===== src/pipe_pkg.sv =====
// RV64I base opcodes only; compressed and extension opcodes are not recognised
package pipe_pkg;

    // raw 32-bit instruction word as fetched
    typedef logic [31:0] instr_t;

    // architectural register index, x0..x31
    typedef logic [4:0] reg_addr_t;

    // major opcode field, instr[6:0]
    typedef logic [6:0] opcode_t;

    // RV64I major opcodes
    localparam opcode_t OPC_LOAD      = 7'b0000011;
    localparam opcode_t OPC_STORE     = 7'b0100011;
    localparam opcode_t OPC_BRANCH    = 7'b1100011;
    localparam opcode_t OPC_OP_IMM    = 7'b0010011;
    localparam opcode_t OPC_OP        = 7'b0110011;
    localparam opcode_t OPC_OP_IMM_32 = 7'b0011011;
    localparam opcode_t OPC_OP_32     = 7'b0111011;
    localparam opcode_t OPC_LUI       = 7'b0110111;
    localparam opcode_t OPC_AUIPC     = 7'b0010111;
    localparam opcode_t OPC_JAL       = 7'b1101111;
    localparam opcode_t OPC_JALR      = 7'b1100111;
    localparam opcode_t OPC_SYSTEM    = 7'b1110011;

    // EX operand source select
    // FWD_REG: register file read
    // FWD_MEM: result of the instruction in MEM
    // FWD_WB: result of the instruction in WB
    typedef enum logic [1:0] {
        FWD_REG = 2'd0,
        FWD_MEM = 2'd1,
        FWD_WB  = 2'd2
    } fwd_sel_e;

endpackage

===== src/stage_bus.sv =====
// plain bundle with no clock; every field except valid is meaningful only while valid is high
`timescale 1ns/1ns

interface stage_bus #(
    parameter int PC_W = 64
);
    import pipe_pkg::*;

    logic            valid;
    logic [PC_W-1:0] pc;
    instr_t          instr;
    reg_addr_t       rd;
    reg_addr_t       rs1;
    reg_addr_t       rs2;
    logic            wen;
    logic            uses_rs1;
    logic            uses_rs2;
    logic            is_load;

    // driven by a stage register or the decoder
    modport src (
        output valid, pc, instr,
        output rd, rs1, rs2,
        output wen, uses_rs1, uses_rs2, is_load
    );

    // read by the next register or a control unit
    modport snk (
        input valid, pc, instr,
        input rd, rs1, rs2,
        input wen, uses_rs1, uses_rs2, is_load
    );

endinterface


===== src/pipe_ctrl_top.sv =====
// fetch must hold pc and instr while stall_o is high; no datapath, register file or memory
`timescale 1ns/1ns

module pipe_ctrl_top #(
    parameter int PC_W = 64
) (
    input  logic                clk,
    input  logic                rst_n_i,
    input  logic                fetch_valid_i,
    input  logic [PC_W-1:0]     fetch_pc_i,
    input  pipe_pkg::instr_t    fetch_instr_i,
    input  logic                redirect_i,
    output logic                stall_o,
    output logic                ex_valid_o,
    output logic [PC_W-1:0]     ex_pc_o,
    output pipe_pkg::instr_t    ex_instr_o,
    output pipe_pkg::fwd_sel_e  fwd_a_o,
    output pipe_pkg::fwd_sel_e  fwd_b_o,
    output logic                retire_valid_o,
    output logic [PC_W-1:0]     retire_pc_o,
    output pipe_pkg::instr_t    retire_instr_o,
    output pipe_pkg::reg_addr_t retire_rd_o
);
    logic id_enable;
    logic id_flush;
    logic ex_flush;
    logic fetch_take;

    stage_bus #(.PC_W(PC_W)) fetch_bus ();
    stage_bus #(.PC_W(PC_W)) id_bus ();
    stage_bus #(.PC_W(PC_W)) dec_bus ();
    stage_bus #(.PC_W(PC_W)) ex_bus ();
    stage_bus #(.PC_W(PC_W)) mem_bus ();
    stage_bus #(.PC_W(PC_W)) wb_bus ();

    // undecoded on the fetch side, decode runs in ID
    assign fetch_bus.valid    = fetch_take;
    assign fetch_bus.pc       = fetch_pc_i;
    assign fetch_bus.instr    = fetch_instr_i;
    assign fetch_bus.rd       = '0;
    assign fetch_bus.rs1      = '0;
    assign fetch_bus.rs2      = '0;
    assign fetch_bus.wen      = 1'b0;
    assign fetch_bus.uses_rs1 = 1'b0;
    assign fetch_bus.uses_rs2 = 1'b0;
    assign fetch_bus.is_load  = 1'b0;

    pipe_stage_reg #(.PC_W(PC_W)) id_reg (
        .clk      (clk),
        .rst_n_i  (rst_n_i),
        .flush_i  (id_flush),
        .enable_i (id_enable),
        .in_bus   (fetch_bus),
        .out_bus  (id_bus)
    );

    instr_decode i_instr_decode (
        .in_bus  (id_bus),
        .out_bus (dec_bus)
    );

    hazard_unit i_hazard_unit (
        .clk           (clk),
        .rst_n_i       (rst_n_i),
        .id_bus        (dec_bus),
        .ex_bus        (ex_bus),
        .redirect_i    (redirect_i),
        .fetch_valid_i (fetch_valid_i),
        .stall_o       (stall_o),
        .id_enable_o   (id_enable),
        .id_flush_o    (id_flush),
        .ex_flush_o    (ex_flush),
        .fetch_take_o  (fetch_take)
    );

    pipe_stage_reg #(.PC_W(PC_W)) ex_reg (
        .clk      (clk),
        .rst_n_i  (rst_n_i),
        .flush_i  (ex_flush),
        .enable_i (1'b1),
        .in_bus   (dec_bus),
        .out_bus  (ex_bus)
    );

    // back end never stalls or flushes
    pipe_stage_reg #(.PC_W(PC_W)) mem_reg (
        .clk      (clk),
        .rst_n_i  (rst_n_i),
        .flush_i  (1'b0),
        .enable_i (1'b1),
        .in_bus   (ex_bus),
        .out_bus  (mem_bus)
    );

    pipe_stage_reg #(.PC_W(PC_W)) wb_reg (
        .clk      (clk),
        .rst_n_i  (rst_n_i),
        .flush_i  (1'b0),
        .enable_i (1'b1),
        .in_bus   (mem_bus),
        .out_bus  (wb_bus)
    );

    forward_unit i_forward_unit (
        .clk     (clk),
        .rst_n_i (rst_n_i),
        .ex_bus  (ex_bus),
        .mem_bus (mem_bus),
        .wb_bus  (wb_bus),
        .fwd_a_o (fwd_a_o),
        .fwd_b_o (fwd_b_o)
    );

    assign ex_valid_o = ex_bus.valid;
    assign ex_pc_o    = ex_bus.pc;
    assign ex_instr_o = ex_bus.instr;

    // retire record straight from WB
    assign retire_valid_o = wb_bus.valid;
    assign retire_pc_o    = wb_bus.pc;
    assign retire_instr_o = wb_bus.instr;
    assign retire_rd_o    = wb_bus.rd;

endmodule


===== src/forward_unit.sv =====
// selects only for a valid EX instruction; clk and rst_n_i serve the assertion alone
`timescale 1ns/1ns

module forward_unit (
    input  logic               clk,
    input  logic               rst_n_i,
    stage_bus.snk              ex_bus,
    stage_bus.snk              mem_bus,
    stage_bus.snk              wb_bus,
    output pipe_pkg::fwd_sel_e fwd_a_o,
    output pipe_pkg::fwd_sel_e fwd_b_o
);
    import pipe_pkg::*;

    logic mem_fwd_ok;
    logic wb_fwd_ok;

    // youngest producer wins
    function automatic fwd_sel_e pick_source(
        input logic      used,
        input reg_addr_t src,
        input logic      mem_ok,
        input reg_addr_t mem_rd,
        input logic      wb_ok,
        input reg_addr_t wb_rd
    );
        fwd_sel_e sel;
        sel = FWD_REG;
        if (used && (src != '0)) begin
            if (mem_ok && (mem_rd == src)) begin
                sel = FWD_MEM;
            end else if (wb_ok && (wb_rd == src)) begin
                sel = FWD_WB;
            end
        end
        return sel;
    endfunction

    assign mem_fwd_ok = mem_bus.valid && mem_bus.wen;
    assign wb_fwd_ok  = wb_bus.valid && wb_bus.wen;

    assign fwd_a_o = pick_source(ex_bus.valid && ex_bus.uses_rs1, ex_bus.rs1,
                                 mem_fwd_ok, mem_bus.rd, wb_fwd_ok, wb_bus.rd);
    assign fwd_b_o = pick_source(ex_bus.valid && ex_bus.uses_rs2, ex_bus.rs2,
                                 mem_fwd_ok, mem_bus.rd, wb_fwd_ok, wb_bus.rd);

    // load data is not ready in MEM; the load-use stall must have covered this
    a_no_mem_load_fwd: assert property (
        @(posedge clk) disable iff (!rst_n_i)
        ((fwd_a_o == FWD_MEM) || (fwd_b_o == FWD_MEM)) |-> !mem_bus.is_load
    ) else $error("forwarding from a load still in MEM");

endmodule


===== src/hazard_unit.sv =====
// combinational control; clk and rst_n_i feed only the stall check, and redirect targets EX
`timescale 1ns/1ns

module hazard_unit (
    input  logic  clk,
    input  logic  rst_n_i,
    stage_bus.snk id_bus,
    stage_bus.snk ex_bus,
    input  logic  redirect_i,
    input  logic  fetch_valid_i,
    output logic  stall_o,
    output logic  id_enable_o,
    output logic  id_flush_o,
    output logic  ex_flush_o,
    output logic  fetch_take_o
);
    logic ex_load_dest;
    logic rs1_hit;
    logic rs2_hit;

    // a load writing x0 never blocks anyone
    assign ex_load_dest = ex_bus.valid && ex_bus.is_load && (ex_bus.rd != '0);

    assign rs1_hit = id_bus.uses_rs1 && (id_bus.rs1 == ex_bus.rd);
    assign rs2_hit = id_bus.uses_rs2 && (id_bus.rs2 == ex_bus.rd);

    assign stall_o = ex_load_dest && id_bus.valid && (rs1_hit || rs2_hit);

    // fetch is consumed only when ID is free and not being squashed
    assign fetch_take_o = fetch_valid_i && !stall_o && !redirect_i;

    // ID holds its instruction for the stall cycle
    assign id_enable_o = !stall_o;

    // idle fetch leaves an empty ID slot; a stalled ID keeps its own
    assign id_flush_o = redirect_i || (!fetch_take_o && !stall_o);

    // stall drops a bubble into EX, redirect kills the EX occupant's successors
    assign ex_flush_o = redirect_i || stall_o;

    // the bubble behind a stall clears the load from EX, so the stall must end
    a_stall_one_cycle: assert property (
        @(posedge clk) disable iff (!rst_n_i)
        stall_o |=> !stall_o
    ) else $error("load-use stall held for a second cycle");

endmodule


===== src/instr_decode.sv =====
// combinational RV64I classifier; rd reads as zero for formats that write no register
`timescale 1ns/1ns

module instr_decode (
    stage_bus.snk in_bus,
    stage_bus.src out_bus
);
    import pipe_pkg::*;

    opcode_t   opcode;
    reg_addr_t rd_field;
    logic      writes_rd;
    logic      src1_used;
    logic      src2_used;

    assign opcode   = in_bus.instr[6:0];
    assign rd_field = in_bus.instr[11:7];

    always_comb begin
        writes_rd = 1'b0;
        src1_used = 1'b0;
        src2_used = 1'b0;
        case (opcode)
            OPC_LOAD, OPC_OP_IMM, OPC_OP_IMM_32, OPC_JALR: begin
                writes_rd = 1'b1;
                src1_used = 1'b1;
            end
            OPC_OP, OPC_OP_32: begin
                writes_rd = 1'b1;
                src1_used = 1'b1;
                src2_used = 1'b1;
            end
            // U and J formats, no register sources
            OPC_LUI, OPC_AUIPC, OPC_JAL: begin
                writes_rd = 1'b1;
            end
            OPC_STORE, OPC_BRANCH: begin
                src1_used = 1'b1;
                src2_used = 1'b1;
            end
            // csr ops read rs1, no tracked write
            OPC_SYSTEM: begin
                src1_used = 1'b1;
            end
            default: begin
                writes_rd = 1'b0;
            end
        endcase
    end

    // instruction identity unchanged
    assign out_bus.valid = in_bus.valid;
    assign out_bus.pc    = in_bus.pc;
    assign out_bus.instr = in_bus.instr;

    // store and branch reuse bits 11:7 as immediate
    assign out_bus.rd  = writes_rd ? rd_field : '0;
    assign out_bus.rs1 = in_bus.instr[19:15];
    assign out_bus.rs2 = in_bus.instr[24:20];

    // writes to x0 are dropped here
    assign out_bus.wen      = writes_rd && (rd_field != '0);
    assign out_bus.uses_rs1 = src1_used;
    assign out_bus.uses_rs2 = src2_used;
    assign out_bus.is_load  = (opcode == OPC_LOAD);

endmodule


===== src/pipe_stage_reg.sv =====
// one-cycle stage register; flush beats enable, and data fields are left stale when flushed
`timescale 1ns/1ns

module pipe_stage_reg #(
    parameter int PC_W = 64
) (
    input  logic  clk,
    input  logic  rst_n_i,
    input  logic  flush_i,
    input  logic  enable_i,
    stage_bus.snk in_bus,
    stage_bus.src out_bus
);
    import pipe_pkg::*;

    logic            valid_q;
    logic [PC_W-1:0] pc_q;
    instr_t          instr_q;
    reg_addr_t       rd_q;
    reg_addr_t       rs1_q;
    reg_addr_t       rs2_q;
    logic            wen_q;
    logic            uses_rs1_q;
    logic            uses_rs2_q;
    logic            is_load_q;

    // valid holds while the stage is stalled
    always_ff @(posedge clk) begin
        if (!rst_n_i || flush_i) begin
            valid_q <= 1'b0;
        end else if (enable_i) begin
            valid_q <= in_bus.valid;
        end
    end

    always_ff @(posedge clk) begin
        if (enable_i) begin
            pc_q       <= in_bus.pc;
            instr_q    <= in_bus.instr;
            rd_q       <= in_bus.rd;
            rs1_q      <= in_bus.rs1;
            rs2_q      <= in_bus.rs2;
            wen_q      <= in_bus.wen;
            uses_rs1_q <= in_bus.uses_rs1;
            uses_rs2_q <= in_bus.uses_rs2;
            is_load_q  <= in_bus.is_load;
        end
    end

    assign out_bus.valid    = valid_q;
    assign out_bus.pc       = pc_q;
    assign out_bus.instr    = instr_q;
    assign out_bus.rd       = rd_q;
    assign out_bus.rs1      = rs1_q;
    assign out_bus.rs2      = rs2_q;
    assign out_bus.wen      = wen_q;
    assign out_bus.uses_rs1 = uses_rs1_q;
    assign out_bus.uses_rs2 = uses_rs2_q;
    assign out_bus.is_load  = is_load_q;

    // decode squashes x0 writes, so none may travel down the pipe
    a_no_x0_write: assert property (
        @(posedge clk) disable iff (!rst_n_i)
        out_bus.valid |-> !(out_bus.wen && (out_bus.rd == '0))
    ) else $error("stage register carries a write enable for x0");

endmodule


===== config.mk =====
export PLATFORM = sky130hd
export DESIGN_NAME = pipe_ctrl_top
export DESIGN_NICKNAME = d
export VERILOG_FILES = /design/src/pipe_pkg.sv /design/src/stage_bus.sv /design/src/pipe_ctrl_top.sv /design/src/forward_unit.sv /design/src/hazard_unit.sv /design/src/instr_decode.sv /design/src/pipe_stage_reg.sv
export SDC_FILE = /design/constraint.sdc
export NUM_CORES = 1
export LEC_CHECK = 0
export BUFFER_PORTS_ARGS = -buffer_cell sky130_fd_sc_hd__buf_2
export CAP_MARGIN = 10
export CORE_MARGIN = 8
export CORE_UTILIZATION = 25
export DETAILED_ROUTE_END_ITERATION = 6
export PLACE_DENSITY = 0.5
export SLEW_MARGIN = 20
export SYNTH_ARGS = -nofsm -noshare
export SYNTH_HDL_FRONTEND = slang
export SYNTH_HIERARCHICAL = 1
export SYNTH_SLANG_ARGS = --single-unit

===== constraint.sdc =====
create_clock -name clk -period 4.23 [get_ports clk]
set_input_delay 0.2115 -clock clk [delete_from_list [all_inputs] [get_ports clk]]
set_output_delay 0.2115 -clock clk [all_outputs]
set_load 0.01 [all_outputs]

# Yosys cells after proc, flatten, opt, wreduce, memory -nomap -nowiden

Index checks and enable logic that the tools add are counted.

Output and inout bits: 204
Bits in registers: 419
Word-level logic and storage cells: 86

Reduce and logical (&&, ||, !) cells: 36
Equal/unequal tests: 18
Mux-type cells: 9

Operators with widths:

| operator           | number |
|---|---|
| $eq 5x5->1         | 6 |
| $eq 7x6->1 const B | 4 |
| $eq 7x7->1 const B | 4 |
| $eq 7x5->1 const B | 3 |
| $logic_and 1x1->1  | 20 |
| $reduce_bool 5->1  | 4 |
| $reduce_or 9->1    | 2 |
| $mux 2             | 6 |
| $eq 7x2->1 const B | 1 |
| $logic_or 1x1->1   | 5 |
| $logic_not 1->1    | 4 |
| $reduce_or 4->1    | 1 |
| $mux 1             | 3 |

# Logic depth before layout (Yosys ltp)

Gate-level depths: netlist of run 1.

Depth after elaboration: 13
Mapped depth: 9
Mapped depth without buffers: 9

# Hierarchy

Netlist of run 1, hierarchy kept.

Modules (own cells, without submodules):

| module         | area each (um2) | sequential area each (um2) | cells each | times used |
|---|---|---|---|---|
| pipe_stage_reg | 3,495.9         | 3,473.3                    | 118        | 4 |
| instr_decode   | 972.2           | 0.0                        | 134        | 1 |
| forward_unit   | 290.3           | 0.0                        | 36         | 1 |
| hazard_unit    | 180.2           | 0.0                        | 25         | 1 |
| pipe_ctrl_top  | 7.5             | 0.0                        | 2          | 1 |

# Worst setup path after synthesis of run 1

No wires, ideal clock.

Path kind: register -> register
Start point: reg ex_reg.rd_q[3], in the netlist ex_reg/out_bus.rd[3]
End point: reg id_reg.valid_q, in the netlist id_reg/out_bus.valid
Setup slack: -74 ps
Stages on the path, launching flop included: 7
Setup time: 79 ps
Buffers on the path: 0
Arrival time: 4,224 ps
Path through: edfxtp_1 or4_1 o2111ai_2 inv_2 nand2_1 mux2i_1 nor3b_2

Cells in the longest elaborated chain, start to end: 11
Elaborated cells on any way between the ends: 16

Ends and longest elaborated chain:

| what                                                         | line                                                    | text |
|---|---|---|
| from (decl)                                                  | pipe_stage_reg.sv:19                                    | `reg_addr_t rd_q;` |
| from (signal assigned)                                       | pipe_stage_reg.sv:40                                    | `rd_q <= in_bus.rd;` |
| $eq 5x5->1, or another cell as far along                     | hazard_unit.sv:24                                       | `assign rs1_hit = id_bus.uses_rs1 && (id_bus.rs1 == ex_bus.rd);` |
| $logic_and 1x1->1, on equally long branches                  | hazard_unit.sv:24, hazard_unit.sv:22, hazard_unit.sv:25 |  |
| $logic_or 1x1->1 / $logic_and 1x1->1 (equally long branches) | hazard_unit.sv:27                                       | `assign stall_o = ex_load_dest && id_bus.valid && (rs1_hit \|\| rs2_hit);` |
| $logic_and 1x1->1 (*)                                        | hazard_unit.sv:27                                       |  |
| $logic_not 1->1                                              | hazard_unit.sv:30, hazard_unit.sv:36                    |  |
| $logic_and 1x1->1 (2 in a row)                               | hazard_unit.sv:30                                       | `assign fetch_take_o = fetch_valid_i && !stall_o && !redirect_i;` |
| $logic_not 1->1                                              | hazard_unit.sv:36                                       | `assign id_flush_o = redirect_i \|\| (!fetch_take_o && !stall_o);` |
| $logic_and 1x1->1                                            | hazard_unit.sv:36                                       |  |
| $logic_or 1x1->1                                             | hazard_unit.sv:36                                       |  |
| $logic_or 1x1->1                                             | pipe_stage_reg.sv:29                                    | `if (!rst_n_i \|\| flush_i) begin` |
| to (signal assigned)                                         | pipe_stage_reg.sv:32                                    | `valid_q <= in_bus.valid;` |
| to (decl)                                                    | pipe_stage_reg.sv:16                                    | `logic valid_q;` |

Mark *: on every way between the ends. The rest lies on a longest branch, timed or not.
A chain may end at the register's enable or synchronous reset.

# Worst setup path after layout of run 1

Start point: reg id_reg.instr_q[4], in the netlist id_reg/out_bus.instr[4]
End point: reg id_reg.pc_q[54], in the netlist id_reg/out_bus.pc[54] (enable)

Cells in the longest elaborated chain, start to end: 6
Elaborated cells on any way between the ends: 17

Ends and longest elaborated chain:

| what                                     | line                 | text |
|---|---|---|
| from (decl)                              | pipe_stage_reg.sv:18 | `instr_t instr_q;` |
| from (signal assigned)                   | pipe_stage_reg.sv:39 | `instr_q <= in_bus.instr;` |
| $eq 7x2->1, or another cell as far along | instr_decode.sv:23   | `case (opcode)` |
| $reduce_or 9->1 (no source line) (*)     | -                    |  |
| $mux 1 (*)                               | instr_decode.sv:23   |  |
| named net dec_bus.uses_rs1               | stage_bus.sv:16      | `logic uses_rs1;` |
| $logic_and 1x1->1 (*)                    | hazard_unit.sv:24    |  |
| $logic_or 1x1->1 (*)                     | hazard_unit.sv:27    |  |
| $logic_and 1x1->1 (*)                    | hazard_unit.sv:27    |  |
| to (signal assigned)                     | pipe_stage_reg.sv:38 | `pc_q <= in_bus.pc;` |
| to (decl)                                | pipe_stage_reg.sv:17 | `logic [PC_W-1:0] pc_q;` |

The timed path passes the listed nets; every way through them passes the cells marked *.

==> impl_results.md, run 1 <==
- Status: complete, no violations
- Std-Cell Rows: 87
- Vias per cell: 3.29
- HP Start: fetch_valid_i
- Layout Skew: 0.0112 ns
- Hold path endpoint: id_reg/out_bus.valid$_SDFFE_PP0P_
- Final nets: 1389
- DPL Wire Length: 21000 um
- Vert. Die Dim: 253 um
- Worst path cell trace: o21ai_0, a21oi_1, a211oi_1, nand2_1, o22ai_1, nand2_4, buf_12
- Yosys warnings: 6
- # Post-CTS Setup Buffers: 0
- CTS max path bufs: 3
- GRT Util Overall: 8.73%
- DR vias: 6855
- Setup CP Type: reg -> reg
- Gpl congestion: 0.722
- Post-CTS Hold Fix Bufs: 98
- Clock tree from TritonCTS: yes
- Req. time, crit path: 4.47 ns
- Fmax: 0.332 GHz
- Diodes inserted: 0
- Core area: 0.0561 mm2
- Critical path capture point type: flip-flop
- First-pass GRT wire length: 41900 um
- Max incr delay on CP: 0.53 ns
- Setup WS post-layout: 1.22 ns
- Post-cts repair resize count: 0
- Sw Pwr: 1.87 mW
- Starting Density: 25.1%
- Post-Syn Area per Cell: 22.6 um2
- Area Growth Syn to Fin: 38.1%
- Layout cell share with drive strength beyond 1: 28.4%
- Int Pwr: 7.35 mW
- DR WL/cell: 13.8 um
- Relative slew slack: 49.9%
- Post-Synthesis Cell Area: 0.0141 mm2
- CP max-delay cell: nand2_4
- VDD IR max: 0.000237 V
- Die area: 0.0642 mm2
- Vias in the first global route: 7202
- Buf/Inv on CP: 1
- Max-Cap Viols: 0
- Static leakage: 7.80 nW
- Min-Delay Path Class: in -> reg
- Switching share of power: 20.3%
- Ports: 304
- Fin. Hold Viols: 0
- Routed Antenna Nets: 0
- CP top delay family: compound AO/OA/AOI/OAI gates
- Power share of the clock group: 42.6%
- Reg power frac: 53.3%
- Antenna violations before repair: 0
- Crit-path max FO: 52
- Unrepaired setup endpoints after global routing: no
- Die width: 253 um
- Setup slack, reg-to-reg: 1.22 ns
- Util after Layout: 34.7%
- Num CTS Buffers: 46
- Fin crit share: 71.2%
- R2r startpoint: id_reg/out_bus.instr[4]$_DFFE_PP_
- Sum Neg Setup Slack: 0 ns
- Final setup fails: 0
- Min Tclk post-route: 3.01 ns
- Reg2Reg Depth: 7
- Final WL: 28700 um
- Max Slew Vio Count: 0
- CTS H-tree depth: 2
- Clock root cell: clkbuf_16
- Hold depth: 4
- Worst-margin pin slew: 0.752 ns
- Reg area: 0.0125 mm2
- Port Buf Inserts: 303
- Comb pwr share: 4.2%
- WP data arrival: 3.25 ns
- TritonRoute pass-1 iters: 4
- Crit path launch type: flip-flop
- PD cells: 474 mW/mm2
- Area of the multi-input gates: 0.00195 mm2
- Post-route DRC: 0
- Largest net degree at the start of global routing: 53
- Syn Inst Count: 624
- Layout fillers: 5425
- CTS Sinks: 419
- R2r endpoint: id_reg/out_bus.pc[54]$_DFFE_PP_
- Grt total ovfl: 0
- Worst slack, placed: 1.22 ns
- Later-pin clock latency in the skew report: 0.55 ns
- Reg clk slew, reported paths: 0.06 ns
- DR iter-0 viols: 362
-- stage by stage --
stage                     hold slack, ns  area [um2]  power [mW]  instances
final                              0.182       19400        9.22       2081
after global routing               0.160       19400        9.62       2081
after CTS                          0.126       19400        9.42       2081
after detailed placement           0.390       17000        5.31       1899
after global placement             0.390       17000        5.30       1899
after floorplan                    0.310       15300        5.17        946
-- flip-flops by register name, indices dropped and copies added (netlist names) --
name,cells
id_reg/out_bus.valid,1
ex_reg/out_bus.uses_rs1,1
ex_reg/out_bus.uses_rs2,1
ex_reg/out_bus.rd,5
wb_reg/out_bus.valid,1
mem_reg/out_bus.instr,32
id_reg/out_bus.instr,32
wb_reg/out_bus.rd,5
ex_reg/out_bus.instr,32
ex_reg/out_bus.rs1,5
mem_reg/out_bus.wen,1
wb_reg/out_bus.instr,32
wb_reg/out_bus.pc,64
ex_reg/out_bus.wen,1
mem_reg/out_bus.valid,1
ex_reg/out_bus.is_load,1
wb_reg/out_bus.wen,1
ex_reg/out_bus.rs2,5
ex_reg/out_bus.valid,1
mem_reg/out_bus.rd,5
id_reg/out_bus.pc,64
ex_reg/out_bus.pc,64
mem_reg/out_bus.pc,64
-- per-layer routing --
layer / wire [um] / part of all wire (%) / track usage (%)
met5: 0 / 0 / 0
met4: 747 / 2.6 / 3.04
met3: 2170 / 7.6 / 3.08
met2: 14300 / 50 / 14.9
met1: 11400 / 40 / 10.1
-- tightest hold or removal path, cell delays in order --
cell	delay (ns)
buf_2	0.08
nand2b_1	0.09
a21boi_1	0.15
nor3b_2	0.16
-- power by group through the flow --
stage	combinational (mW)	sequential, mW	clock, mW
floorplan	0.148	5.02	0
global placement	0.308	4.99	0
detailed placement	0.308	5.01	0
CTS	0.385	4.92	4.12
global route	0.425	4.94	4.26
finish	0.384	4.91	3.92
-- layout by cell type, fill, tap and decap left out, types with 2 or more instances in the layout --
cell,count
bufinv_16,4
nor4_1,4
nand4_1,6
nor2_1,6
xnor2_1,26
or4_1,4
edfxtp_1,415
nor3b_2,4
buf_2,303
a21oi_1,2
dlygate4sd3_1,98
dfxtp_1,4
clkbuf_16,49
clkinv_2,6
conb_1,324
clkbuf_1,13
and2_1,6
or4b_1,2
mux2i_1,4
o31a_1,2
o211ai_2,2
xor2_1,4
a21o_1,2
clkinv_1,9
nand2_1,8
-- final cells by class --
cell class                      count  share of cell area, %
Sequential cell                   419                   64.5
Timing Repair Buffer              402                   12.9
Multi-Input combinational cell    418                   10.0
Clock buffer                       62                   6.56
Tap cell                          756                   4.87
Clock inverter                     22                   1.07
Inverter                            2                 0.0386
-- worst max-delay path by stage --
stage | from | to | slack [ns] | cells past startpoint
2_1_floorplan | ex_reg/out_bus.rd[3]$_DFFE_PP_ | id_reg/out_bus.valid$_SDFFE_PP0P_ | 0.36 | 6
3_3_place_gp | id_reg/out_bus.instr[6]$_DFFE_PP_ | id_reg/out_bus.pc[44]$_DFFE_PP_ | 1.34 | 7
4_1_cts | id_reg/out_bus.instr[4]$_DFFE_PP_ | id_reg/out_bus.pc[19]$_DFFE_PP_ | 1.18 | 7
6_report | id_reg/out_bus.instr[4]$_DFFE_PP_ | id_reg/out_bus.pc[54]$_DFFE_PP_ | 1.22 | 7
3_5_place_dp | id_reg/out_bus.instr[4]$_DFFE_PP_ | id_reg/out_bus.pc[18]$_DFFE_PP_ | 1.22 | 7
5_1_grt | id_reg/out_bus.instr[4]$_DFFE_PP_ | id_reg/out_bus.pc[44]$_DFFE_PP_ | 0.94 | 7
No activity file was read; power rests on OpenSTA's default activity.
==> run 2: changes to the inputs <==
Settings changed: ABC_AREA from default to 1.
Clock period 4.23 ns to 2.4 ns, I/O delays scaled along.
==> impl_results.md, run 2 <==
- Vias in the first global route: 8044
- Crit-path max FO: 3
- PD cells: 816 mW/mm2
- Min-Delay Path Class: in -> reg
- Critical path capture point type: primary output
- TritonRoute pass-1 iters: 5
- Later-pin clock latency in the skew report: 0.56 ns
- Std-Cell Rows: 88
- Commonest non-fill, non-tap cell in the layout: edfxtp_1
- DR top layer: met5
- Fin. Hold Viols: 0
- Final nets: 1559
- # placed instances: 2054
- Final WL: 30600 um
- Clock root cell: clkbuf_16
- Grt total ovfl: 0
- DR WL/cell: 13.5 um
- Reg clk slew, reported paths: 0.06 ns
- CTS max path bufs: 3
- Worst slack, placed: 0.212 ns
- Wl on met1: 11700 um
- Clock tree from TritonCTS: yes
- Layout cell share with drive strength beyond 1: 28.7%
- Req. time, crit path: 2.28 ns
- Fin crit share: 97.3%
- Crit path launch type: flip-flop
- Final instance area: 0.0202 mm2
- Core area: 0.0573 mm2
- Max-Cap Viols: 0
- CTS H-tree depth: 2
- CTS Sinks: 419
- Num CTS Buffers: 48
- VDD IR max: 0.000505 V
- DR iter-0 viols: 367
- Gpl congestion: 0.753
- Antenna violations before repair: 1
- Unrepaired setup endpoints after global routing: yes
- Status: complete, no violations
- Vert. Die Dim: 256 um
- Layout Cells excl Fill: 2261
- Sum Neg Setup Slack: 0 ns
- Die area: 0.0653 mm2
- Area after DPL: 0.0173 mm2
- Final setup fails: 0
- GRT Util Overall: 9.05%
- WP data arrival: 2.21 ns
- Layout Skew: 0.0162 ns
- Fmax: 0.428 GHz
- Metal2 WL: 15600 um
- Post-route DRC: 0
- Min Tclk post-route: 2.33 ns
- Die width: 256 um
- DR vias: 7593
- Ports: 304
- Starting Density: 25.1%
- Hold_ws: 0.271 ns
- Diodes inserted: 0
- Port Buf Inserts: 303
- Max Slew Vio Count: 0
- Vias per cell: 3.36
- Setup WS post-layout: 0.0659 ns
- Yosys warnings: 6
- Static leakage: 8.51 nW
- Syn Inst Count: 764
- Area Growth Syn to Fin: 40.7%
- Post-Synthesis Cell Area: 0.0143 mm2
- Post-Syn Area per Cell: 18.8 um2
- Met3 routed WL: 2350 um
- First-pass GRT wire length: 45400 um
- Routed Antenna Nets: 0
- Setup CP Type: reg -> out
- Largest net degree at the start of global routing: 24
- Layout fillers: 5601
- Util after Layout: 35.3%
- Power Total: 16.5 mW
- DPL Wire Length: 22100 um
- Leading cell types in the layout, fill and taps excluded: edfxtp_1 (415), conb_1 (327), buf_2 (302), dlygate4sd3_1 (99), nand2_1 (90)
-- run 2: worst paths after layout --
| check | endpoint | startpoint | slack [ns] | cells past startpoint |
|---|---|---|---|---|
| worst min register to register | wb_reg/out_bus.pc[42]$_DFFE_PP_ | mem_reg/out_bus.pc[42]$_DFFE_PP_ | 0.41 | 0 |
| worst max register to register | id_reg/out_bus.instr[26]$_DFFE_PP_ | id_reg/out_bus.instr[5]$_DFFE_PP_ | 0.14 | 13 |
| worst max-delay path | stall_o | id_reg/out_bus.instr[6]$_DFFE_PP_ | 0.07 | 13 |
| worst min-delay path | id_reg/out_bus.pc[27]$_DFFE_PP_ | fetch_pc_i[27] | 0.27 | 2 |
-- run 2: area by class of cell --
cell class	instances	area [um2]	share of cell area (%)
Inverter	59	224	1.11
Clock inverter	33	325	1.61
Clock buffer	54	1220	6.06
Timing Repair Buffer	427	2860	14.2
Sequential cell	419	12500	62.1
Multi-Input combinational cell	504	2050	10.1
Tap cell	765	957	4.74
-- run 2: worst max-delay path, cell delays in order, from the launching register on --
cell and delay (ns):
edfxtp_1 0.38, buf_4 0.15, inv_1 0.07, nor2_2 0.13, nand2_1 0.08, nand4_1 0.12, nand2_1 0.06, nor2_1 0.10
nand3_1 0.10, nand2_2 0.12, nand2_8 0.08, buf_16 0.14, inv_4 0.04, buf_6 0.09
-- run 2: power by group --
part	internal [mW]	switching (mW)
logic	0.322	0.399
registers	8.49	0.161
clock network	4.22	2.88
-- run 2: metal layers --
| metal | global-route usage (%) | vias to the layer above |
|---|---|---|
| li1 | - | 3701 |
| met1 | 9.46 | 3600 |
| met2 | 16.1 | 226 |
| met3 | 3.69 | 64 |
| met4 | 3.57 | 2 |
| met5 | 0 | - |
-- run 2: repair_timing --
item / CTS / global route
hold buffers: 99 / 0
endpoints found under the hold margin: 100 / 0
buffers inserted: 8 / 9
gates cloned: 1 / 3
pin swaps: 7 / 9
gates resized for setup: 7 / 14
setup endpoints to repair: 1 / 64
